`src/rtl/srpt_pkg.sv`:
```
package srpt_pkg;

   // field widths
   localparam int PEER_ID_W = 14;
   localparam int RPC_ID_W = 14;
   localparam int PKTS_W = 10;
   localparam int OFFSET_W = 32;

   // slot and queue entry state
   // codes match the full scheduler, only two are used here
   typedef enum logic [2:0] {
      SRPT_EMPTY  = 3'b100,
      SRPT_ACTIVE = 3'b110
   } srpt_state_t;

   // incoming data packet header, 80 bits
   typedef struct packed {
      logic [PEER_ID_W-1:0] peer_id;
      logic [RPC_ID_W-1:0]  rpc_id;
      // total message length in packets
      logic [PKTS_W-1:0]    msg_len;
      // packets sent unscheduled
      logic [PKTS_W-1:0]    incoming;
      // byte offset of this packet in the message
      logic [OFFSET_W-1:0]  offset;
   } srpt_header_t;

   // queue / active set entry, 51 bits
   typedef struct packed {
      logic [PEER_ID_W-1:0] peer_id;
      logic [RPC_ID_W-1:0]  rpc_id;
      logic [PKTS_W-1:0]    recv_pkts;
      // packets still to be granted, sort key
      logic [PKTS_W-1:0]    grantable_pkts;
      srpt_state_t          state;
   } srpt_entry_t;

   // unoccupied entry
   // all fields zero except the state code
   localparam srpt_entry_t SRPT_ENTRY_NONE = '{
      peer_id:        '0,
      rpc_id:         '0,
      recv_pkts:      '0,
      grantable_pkts: '0,
      state:          SRPT_EMPTY
   };

endpackage
```
`src/rtl/srpt_grant_top.sv`:
```
module srpt_grant_top #(
   parameter int QUEUE_DEPTH    = 16,
   parameter int MAX_OVERCOMMIT = 4
) (
   input  logic                   ap_clk,
   input  logic                   ap_rst,
   input  logic                   header_valid_i,
   input  srpt_pkg::srpt_header_t header_i,
   input  logic                   grant_full_i,
   output logic                   grant_valid_o,
   output srpt_pkg::srpt_entry_t  grant_o
);
   import srpt_pkg::*;

   // intake to queue
   logic                 push;
   srpt_entry_t          push_entry;
   // intake to active set
   logic                 retire;
   logic [PEER_ID_W-1:0] retire_peer;
   logic [RPC_ID_W-1:0]  retire_rpc;
   // queue head and draw
   srpt_entry_t          head;
   logic                 pop;

   srpt_header_intake u_intake (
      .ap_clk         (ap_clk),
      .ap_rst         (ap_rst),
      .header_valid_i (header_valid_i),
      .header_i       (header_i),
      .push_o         (push),
      .push_entry_o   (push_entry),
      .retire_o       (retire),
      .retire_peer_o  (retire_peer),
      .retire_rpc_o   (retire_rpc)
   );

   // pending messages, best at the head
   srpt_queue #(
      .QUEUE_DEPTH (QUEUE_DEPTH)
   ) u_queue (
      .ap_clk       (ap_clk),
      .ap_rst       (ap_rst),
      .push_i       (push),
      .push_entry_i (push_entry),
      .pop_i        (pop),
      .head_o       (head)
   );

   // overcommit slots and grant output
   srpt_active_set #(
      .MAX_OVERCOMMIT (MAX_OVERCOMMIT)
   ) u_active (
      .ap_clk        (ap_clk),
      .ap_rst        (ap_rst),
      .head_i        (head),
      .pop_o         (pop),
      .retire_i      (retire),
      .retire_peer_i (retire_peer),
      .retire_rpc_i  (retire_rpc),
      .grant_full_i  (grant_full_i),
      .grant_valid_o (grant_valid_o),
      .grant_o       (grant_o)
   );

endmodule

```
`src/rtl/srpt_active_set.sv`:
```
module srpt_active_set #(
   parameter int MAX_OVERCOMMIT = 4
) (
   input  logic                           ap_clk,
   input  logic                           ap_rst,
   input  srpt_pkg::srpt_entry_t          head_i,
   output logic                           pop_o,
   input  logic                           retire_i,
   input  logic [srpt_pkg::PEER_ID_W-1:0] retire_peer_i,
   input  logic [srpt_pkg::RPC_ID_W-1:0]  retire_rpc_i,
   input  logic                           grant_full_i,
   output logic                           grant_valid_o,
   output srpt_pkg::srpt_entry_t          grant_o
);
   import srpt_pkg::*;

   localparam int SLOT_W = (MAX_OVERCOMMIT > 1) ? $clog2(MAX_OVERCOMMIT) : 1;

   // messages currently granted
   srpt_entry_t       slot_q [MAX_OVERCOMMIT];

   // slot holding the retiring message
   logic [SLOT_W-1:0] match_idx;
   logic              match_hit;
   // lowest empty slot
   logic [SLOT_W-1:0] free_idx;
   logic              free_hit;
   logic              head_occupied;

   // retire lookup on peer and rpc
   // empty slots never match
   always_comb begin
      match_idx = '0;
      match_hit = 1'b0;
      for (int k = 0; k < MAX_OVERCOMMIT; k++) begin
         if (!match_hit &&
             slot_q[k].state != SRPT_EMPTY &&
             slot_q[k].peer_id == retire_peer_i &&
             slot_q[k].rpc_id == retire_rpc_i) begin
            match_idx = SLOT_W'(k);
            match_hit = 1'b1;
         end
      end
   end

   // priority pick of a free slot, lowest index wins
   always_comb begin
      free_idx = '0;
      free_hit = 1'b0;
      for (int k = 0; k < MAX_OVERCOMMIT; k++) begin
         if (!free_hit && slot_q[k].state == SRPT_EMPTY) begin
            free_idx = SLOT_W'(k);
            free_hit = 1'b1;
         end
      end
   end

   assign head_occupied = (head_i.state != SRPT_EMPTY);

   // draw the queue head when there is room and the grant path is open
   assign pop_o = head_occupied && free_hit && !grant_full_i;

   always_ff @(posedge ap_clk) begin
      if (ap_rst) begin
         for (int k = 0; k < MAX_OVERCOMMIT; k++) begin
            slot_q[k] <= SRPT_ENTRY_NONE;
         end
         grant_valid_o <= 1'b0;
         grant_o       <= '0;
      end else begin
         // retired slot frees at this edge
         // a matched slot is occupied, so it is never the load target
         if (retire_i && match_hit) begin
            slot_q[match_idx] <= SRPT_ENTRY_NONE;
         end
         if (pop_o) begin
            slot_q[free_idx] <= head_i;
            grant_o          <= head_i;
         end
         // grant leaves one cycle after the pop
         grant_valid_o <= pop_o;
      end
   end

endmodule

```
`src/rtl/srpt_queue.sv`:
```
module srpt_queue #(
   parameter int QUEUE_DEPTH = 16
) (
   input  logic                  ap_clk,
   input  logic                  ap_rst,
   input  logic                  push_i,
   input  srpt_pkg::srpt_entry_t push_entry_i,
   input  logic                  pop_i,
   output srpt_pkg::srpt_entry_t head_o
);
   import srpt_pkg::*;

   // stored entries, index 0 is the head
   srpt_entry_t queue_q [QUEUE_DEPTH];

   // combinational stages, none of these are registers
   // after pop shift
   srpt_entry_t base_q [QUEUE_DEPTH];
   // after top insertion compare
   srpt_entry_t ins_q [QUEUE_DEPTH];
   // after even pair pass
   srpt_entry_t even_q [QUEUE_DEPTH];
   // after odd pair pass
   srpt_entry_t odd_q [QUEUE_DEPTH];

   // a strictly better than b
   // occupied beats empty, then fewer grantable packets
   // ties return 0 so the current order holds
   function automatic logic entry_better(input srpt_entry_t a, input srpt_entry_t b);
      logic a_occ;
      logic b_occ;
      a_occ = (a.state != SRPT_EMPTY);
      b_occ = (b.state != SRPT_EMPTY);
      if (a_occ != b_occ) begin
         return a_occ;
      end
      return a_occ && (a.grantable_pkts < b.grantable_pkts);
   endfunction

   assign head_o = queue_q[0];

   // pop drops the head and moves everything up one
   always_comb begin
      for (int k = 0; k < QUEUE_DEPTH - 1; k++) begin
         base_q[k] = pop_i ? queue_q[k + 1] : queue_q[k];
      end
      // bottom refills with an empty entry on pop
      base_q[QUEUE_DEPTH - 1] = pop_i ? SRPT_ENTRY_NONE : queue_q[QUEUE_DEPTH - 1];
   end

   // push goes in at the top
   // new entry is compared against the current top
   // with a pop in the same cycle that top is the old second entry
   always_comb begin
      ins_q = base_q;
      if (push_i) begin
         if (entry_better(push_entry_i, base_q[0])) begin
            ins_q[0] = push_entry_i;
            ins_q[1] = base_q[0];
         end else begin
            ins_q[0] = base_q[0];
            ins_q[1] = push_entry_i;
         end
         // rest slides down, bottom entry falls off when full
         for (int k = 2; k < QUEUE_DEPTH; k++) begin
            ins_q[k] = base_q[k - 1];
         end
      end
   end

   // even pass, pairs 0/1, 2/3, ...
   always_comb begin
      even_q = ins_q;
      for (int k = 0; k + 1 < QUEUE_DEPTH; k += 2) begin
         if (entry_better(ins_q[k + 1], ins_q[k])) begin
            even_q[k]     = ins_q[k + 1];
            even_q[k + 1] = ins_q[k];
         end
      end
   end

   // odd pass, pairs 1/2, 3/4, ...
   // head is never touched here
   always_comb begin
      odd_q = even_q;
      for (int k = 1; k + 1 < QUEUE_DEPTH; k += 2) begin
         if (entry_better(even_q[k + 1], even_q[k])) begin
            odd_q[k]     = even_q[k + 1];
            odd_q[k + 1] = even_q[k];
         end
      end
   end

   // one full odd/even round per clock
   always_ff @(posedge ap_clk) begin
      if (ap_rst) begin
         for (int k = 0; k < QUEUE_DEPTH; k++) begin
            queue_q[k] <= SRPT_ENTRY_NONE;
         end
      end else begin
         for (int k = 0; k < QUEUE_DEPTH; k++) begin
            queue_q[k] <= odd_q[k];
         end
      end
   end

endmodule

```
`src/rtl/srpt_header_intake.sv`:
```
module srpt_header_intake (
   input  logic                           ap_clk,
   input  logic                           ap_rst,
   input  logic                           header_valid_i,
   input  srpt_pkg::srpt_header_t         header_i,
   output logic                           push_o,
   output srpt_pkg::srpt_entry_t          push_entry_o,
   output logic                           retire_o,
   output logic [srpt_pkg::PEER_ID_W-1:0] retire_peer_o,
   output logic [srpt_pkg::RPC_ID_W-1:0]  retire_rpc_o
);
   import srpt_pkg::*;

   // header still has packets to grant
   logic hdr_useful;
   // first unscheduled packet opens the message
   logic hdr_first;
   srpt_entry_t new_entry;

   assign hdr_useful = header_i.msg_len > header_i.incoming;
   assign hdr_first  = (header_i.offset == '0);

   // entry for a freshly opened message
   // one packet already in, the rest grantable
   always_comb begin
      new_entry.peer_id        = header_i.peer_id;
      new_entry.rpc_id         = header_i.rpc_id;
      new_entry.recv_pkts      = PKTS_W'(1);
      new_entry.grantable_pkts = header_i.msg_len - PKTS_W'(1);
      new_entry.state          = SRPT_ACTIVE;
   end

   // request strobes, one cycle after the header strobe
   always_ff @(posedge ap_clk) begin
      if (ap_rst) begin
         push_o   <= 1'b0;
         retire_o <= 1'b0;
      end else begin
         push_o   <= header_valid_i && hdr_useful && hdr_first;
         // later packet of the message retires its slot
         retire_o <= header_valid_i && hdr_useful && !hdr_first;
      end
   end

   // payload, only meaningful with its strobe
   always_ff @(posedge ap_clk) begin
      if (header_valid_i) begin
         push_entry_o  <= new_entry;
         retire_peer_o <= header_i.peer_id;
         retire_rpc_o  <= header_i.rpc_id;
      end
   end

endmodule

```
`config.mk`:
```
export PLATFORM = sky130hd
export DESIGN_NAME = srpt_grant_top
export DESIGN_NICKNAME = d
export VERILOG_FILES = /design/src/rtl/srpt_pkg.sv /design/src/rtl/srpt_grant_top.sv /design/src/rtl/srpt_active_set.sv /design/src/rtl/srpt_queue.sv /design/src/rtl/srpt_header_intake.sv
export SDC_FILE = /design/constraint.sdc
export NUM_CORES = 2
export LEC_CHECK = 0
export BUFFER_PORTS_ARGS = -buffer_cell sky130_fd_sc_hd__buf_2
export CAP_MARGIN = 20
export CELL_PAD_IN_SITES_DETAIL_PLACEMENT = 1
export CELL_PAD_IN_SITES_GLOBAL_PLACEMENT = 1
export CORE_UTILIZATION = 53
export DETAILED_ROUTE_END_ITERATION = 10
export PLACE_DENSITY_LB_ADDON = 0.1
export SETUP_SLACK_MARGIN = 0.02
export SYNTH_ARGS = -nofsm -noshare
export SYNTH_HDL_FRONTEND = slang
export SYNTH_HIERARCHICAL = 1
export SYNTH_SLANG_ARGS = --single-unit
```
`constraint.sdc`:
```
create_clock -name ap_clk -period 16.9 [get_ports ap_clk]
set_clock_uncertainty 0.1 [all_clocks]
set_input_delay 3.38 -clock ap_clk [delete_from_list [all_inputs] [get_ports ap_clk]]
set_output_delay 3.38 -clock ap_clk [all_outputs]
set_load 0.01 [all_outputs]
```
==> metrics.yaml <==
rr_startpoint: "u_active/slot_q[0][1]"
hold_buffers: 0
fill_cells: 15600
vias: 60300
cp.arrival_ns: 13.28
critPathMaxFanout: 81
cts_root_buffer: "clkbuf_16"
period_minus_slack_ns: 12.74
tritoncts: "built"
finalNetCount: 8488
critPathMaxStageDelay_ns: 0.80
hold_path.class: "reg -> reg"
critPathKind: "in -> reg"
clock_latency_ns: 0.76
worst_pin_slew_ns: 1.12
maxCapViolCount: 0
cts_buffers: 121
clockBufferDepth: 3
timing.rr.end: "u_queue/queue_q[0][95]"
avgRoutedWirePerCell_um: 20.9
yosysTopAreaCell: "dfxtp_1"
fmax_ghz: 0.0785
first_pass_iters: 8
drt_iter0_markers: 4326
hold_violations: 0
irDropWorstVdd_mv: 0.259
setup_viol: 0
ios: 136
syn_inst: 8668
hold_ws_ns: 0.358
grt_max_degree: 205
tns_ns: 0
die_y_um: 364
ff2ff_setup_slack_ns: 5.05
met3_length_mm: 8.31
cts_resized: 0
vias_per_cell: 5.98
hpwl_mm: 139
yosysSeqAreaShare_pct: 32.1
drc: 0
yosysTopAreaCellShare_pct: 25.1
slew_headroom_pct: 25.6
reg2reg_depth: 30
ys_types: 101
end_kind: "flip-flop"
place.gp.congestion: 0.852
async_flop_share_pct: 0
slowest_stage: "a211o_2"
critical_path_required_ns: 17.44
syn_area_sq_um: 69400
synthFlopType: "dfxtp_1"
power.density_nw_per_um2: 90.3
cts_setup_buffers: 0
critPathMostFrequentCell: "ha_1"
syn2layout_area_growth_pct: 6.00
yosysWarnings: 6
clock-sinks: 1032
rsz0062_at_grt: "false"
grt.overflow.total: 0
layout-drive-gt1-share_pct: 12.7
coreArea_sq_um: 130000
power_leakage_nw: 29.3
top_layer: "met4"
synth-seq-cells: 1032
port_buffers: 135
crit_path_start_kind: "input port"
antenna_left: 0
cp-startpoint: "grant_full_i"
syn-mean-instance-area_sq_um: 8.00
clkTransAtPathRegs_ns: 0.06
crit_end: "u_queue/queue_q[0][95]"
grt_pass1_vias: 60600
synth_edf_count: 162
finalCritPeriodShare_pct: 75.4
wl_met2_mm: 93.5
status: "finished clean"
slew_violations: 0
wl_met1_mm: 104
yosys-top-cells-area: "dfxtp_1, nand2_1, mux2_2"
dieArea_sq_um: 132000
grt_pass1_wl_mm: 337
antenna_found_initial: 0
grt_usage_pct: 30.9
rows: 132
initial_core_util_pct: 53.5
die_w_um: 364
cts_max_level: 3
drt_wl_total_mm: 211
per-layer routing:
layer / vias up / GRT usage, %
met4: 0 / 7.57
met3: 274 / 3.12
met2: 1238 / 48.9
met5: - / 0
met1: 29600 / 44.8
li1: 29200 / -
sequential cells by signal, indices dropped and copies added, names as in the netlist:
signal	flops
u_intake/push_entry_o	24
u_intake/retire_rpc_o	14
u_active/slot_q	124
u_intake/push_o	1
u_queue/queue_q	816
u_intake/retire_o	1
u_active/grant_o	51
u_active/grant_valid_o	1
placed cells by master (no fill, tap or decap), types with 122 or more instances in the layout:
master	netlist	layout
buf_2	114	134
mux2_2	570	570
edfxtp_1	162	162
mux2i_1	631	631
nand2_1	1797	1791
dfxtp_1	870	869
nor2_1	780	777
nor2b_1	180	178
mux2_1	186	186
nor3_1	136	136
a21oi_1	927	925
o21ai_0	260	259
and2_1	254	252
clkbuf_16	0	122
a211oi_1	128	128
ha_1	154	154
worst min path at each step:
stage	from	to	depth (start not counted)
2_1_floorplan	u_queue/queue_q[1][370]	u_queue/queue_q[1][370]	2
3_3_place_gp	u_active/grant_o[10]	u_active/grant_o[10]	2
3_5_place_dp	u_active/grant_o[3]	u_active/grant_o[3]	2
4_1_cts	u_active/grant_o[3]	u_active/grant_o[3]	2
5_1_grt	u_active/grant_o[3]	u_active/grant_o[3]	2
6_report	u_active/grant_o[3]	u_active/grant_o[3]	2
through the flow:
stage / instances / power, mW / area, sq um / utilization, % / setup slack (ns)
3_5_place_dp: 9869 / 4.01 / 69500 / 53.6 / 3.51
4_1_cts: 10100 / 6.68 / 73500 / 56.7 / 4.30
6_report: 10100 / 6.64 / 73500 / 56.7 / 4.16
5_1_grt: 10100 / 6.89 / 73500 / 56.7 / 3.54
2_1_floorplan: 8679 / 3.71 / 69400 / - / 5.17
3_3_place_gp: 9868 / 3.96 / 69500 / 53.6 / 3.69
critical path, delay by kind of cell:
family                     cells  cell delay [ns]
AOI/OAI and AO/OA             13             4.95
muxes                          3             1.09
adders and majority gates      3             0.97
buffers and inverters          5             1.83
and+or+nand+nor                4             0.88
synthesized netlist by cell type, types with 33 or more instances:
cell type     n
o21ai_0     260
ha_1        154
o21a_1       33
buf_1       114
or3_1        46
o221ai_1     43
dfxtp_1     870
a222oi_1     40
nor2b_1     180
xnor2_1      41
nor3_1      136
clkbuf_1    392
buf_2       114
nand2_1    1797
o31a_1      117
mux2_2      570
a211oi_1    128
edfxtp_1    162
mux2_1      186
nand4_1      36
mux2i_1     631
a21oi_1     927
and2_1      254
and3_1       34
buf_4       125
a21o_1       56
nor2_1      780
inv_1        70
xor2_1       80
cells by family (layout without fill, tap and decap cells):
kind of cell	count (synthesis)	count (layout)	synth area share (%)
AO/OA/AOI/OAI	1746	1746	15.3
XOR/XNOR	121	121	1.53
adder cells (fa/ha/maj)	155	155	2.79
buffers and inverters	835	505	5.60
flip-flops	1032	1032	32.1
multiplexers	1390	1390	21.4
other	2	15	0.0108
AND/OR/NAND/NOR	3387	3387	21.2
where the power goes:
part / switching (mW) / total (mW) / leakage, nW / internal, mW
Clock: 1.12 / 2.66 / 1.97 / 1.54
Sequential: 0.108 / 2.71 / 8.65 / 2.60
Combinational: 0.815 / 1.27 / 18.7 / 0.452
final cells by class:
type / instances / area [sq um] / area share, %
inverters: 72 / 285 / 0.388
repair buffers: 211 / 1380 / 1.87
multi-input cells: 6812 / 43400 / 59.0
diodes: 2 / 5.00 / 0.00681
well taps: 1742 / 2180 / 2.96
clock inverters: 40 / 448 / 0.609
flip-flops and latches: 1032 / 22300 / 30.3
clock buffers: 182 / 3550 / 4.83
No activity file was read; power rests on OpenSTA's default activity.
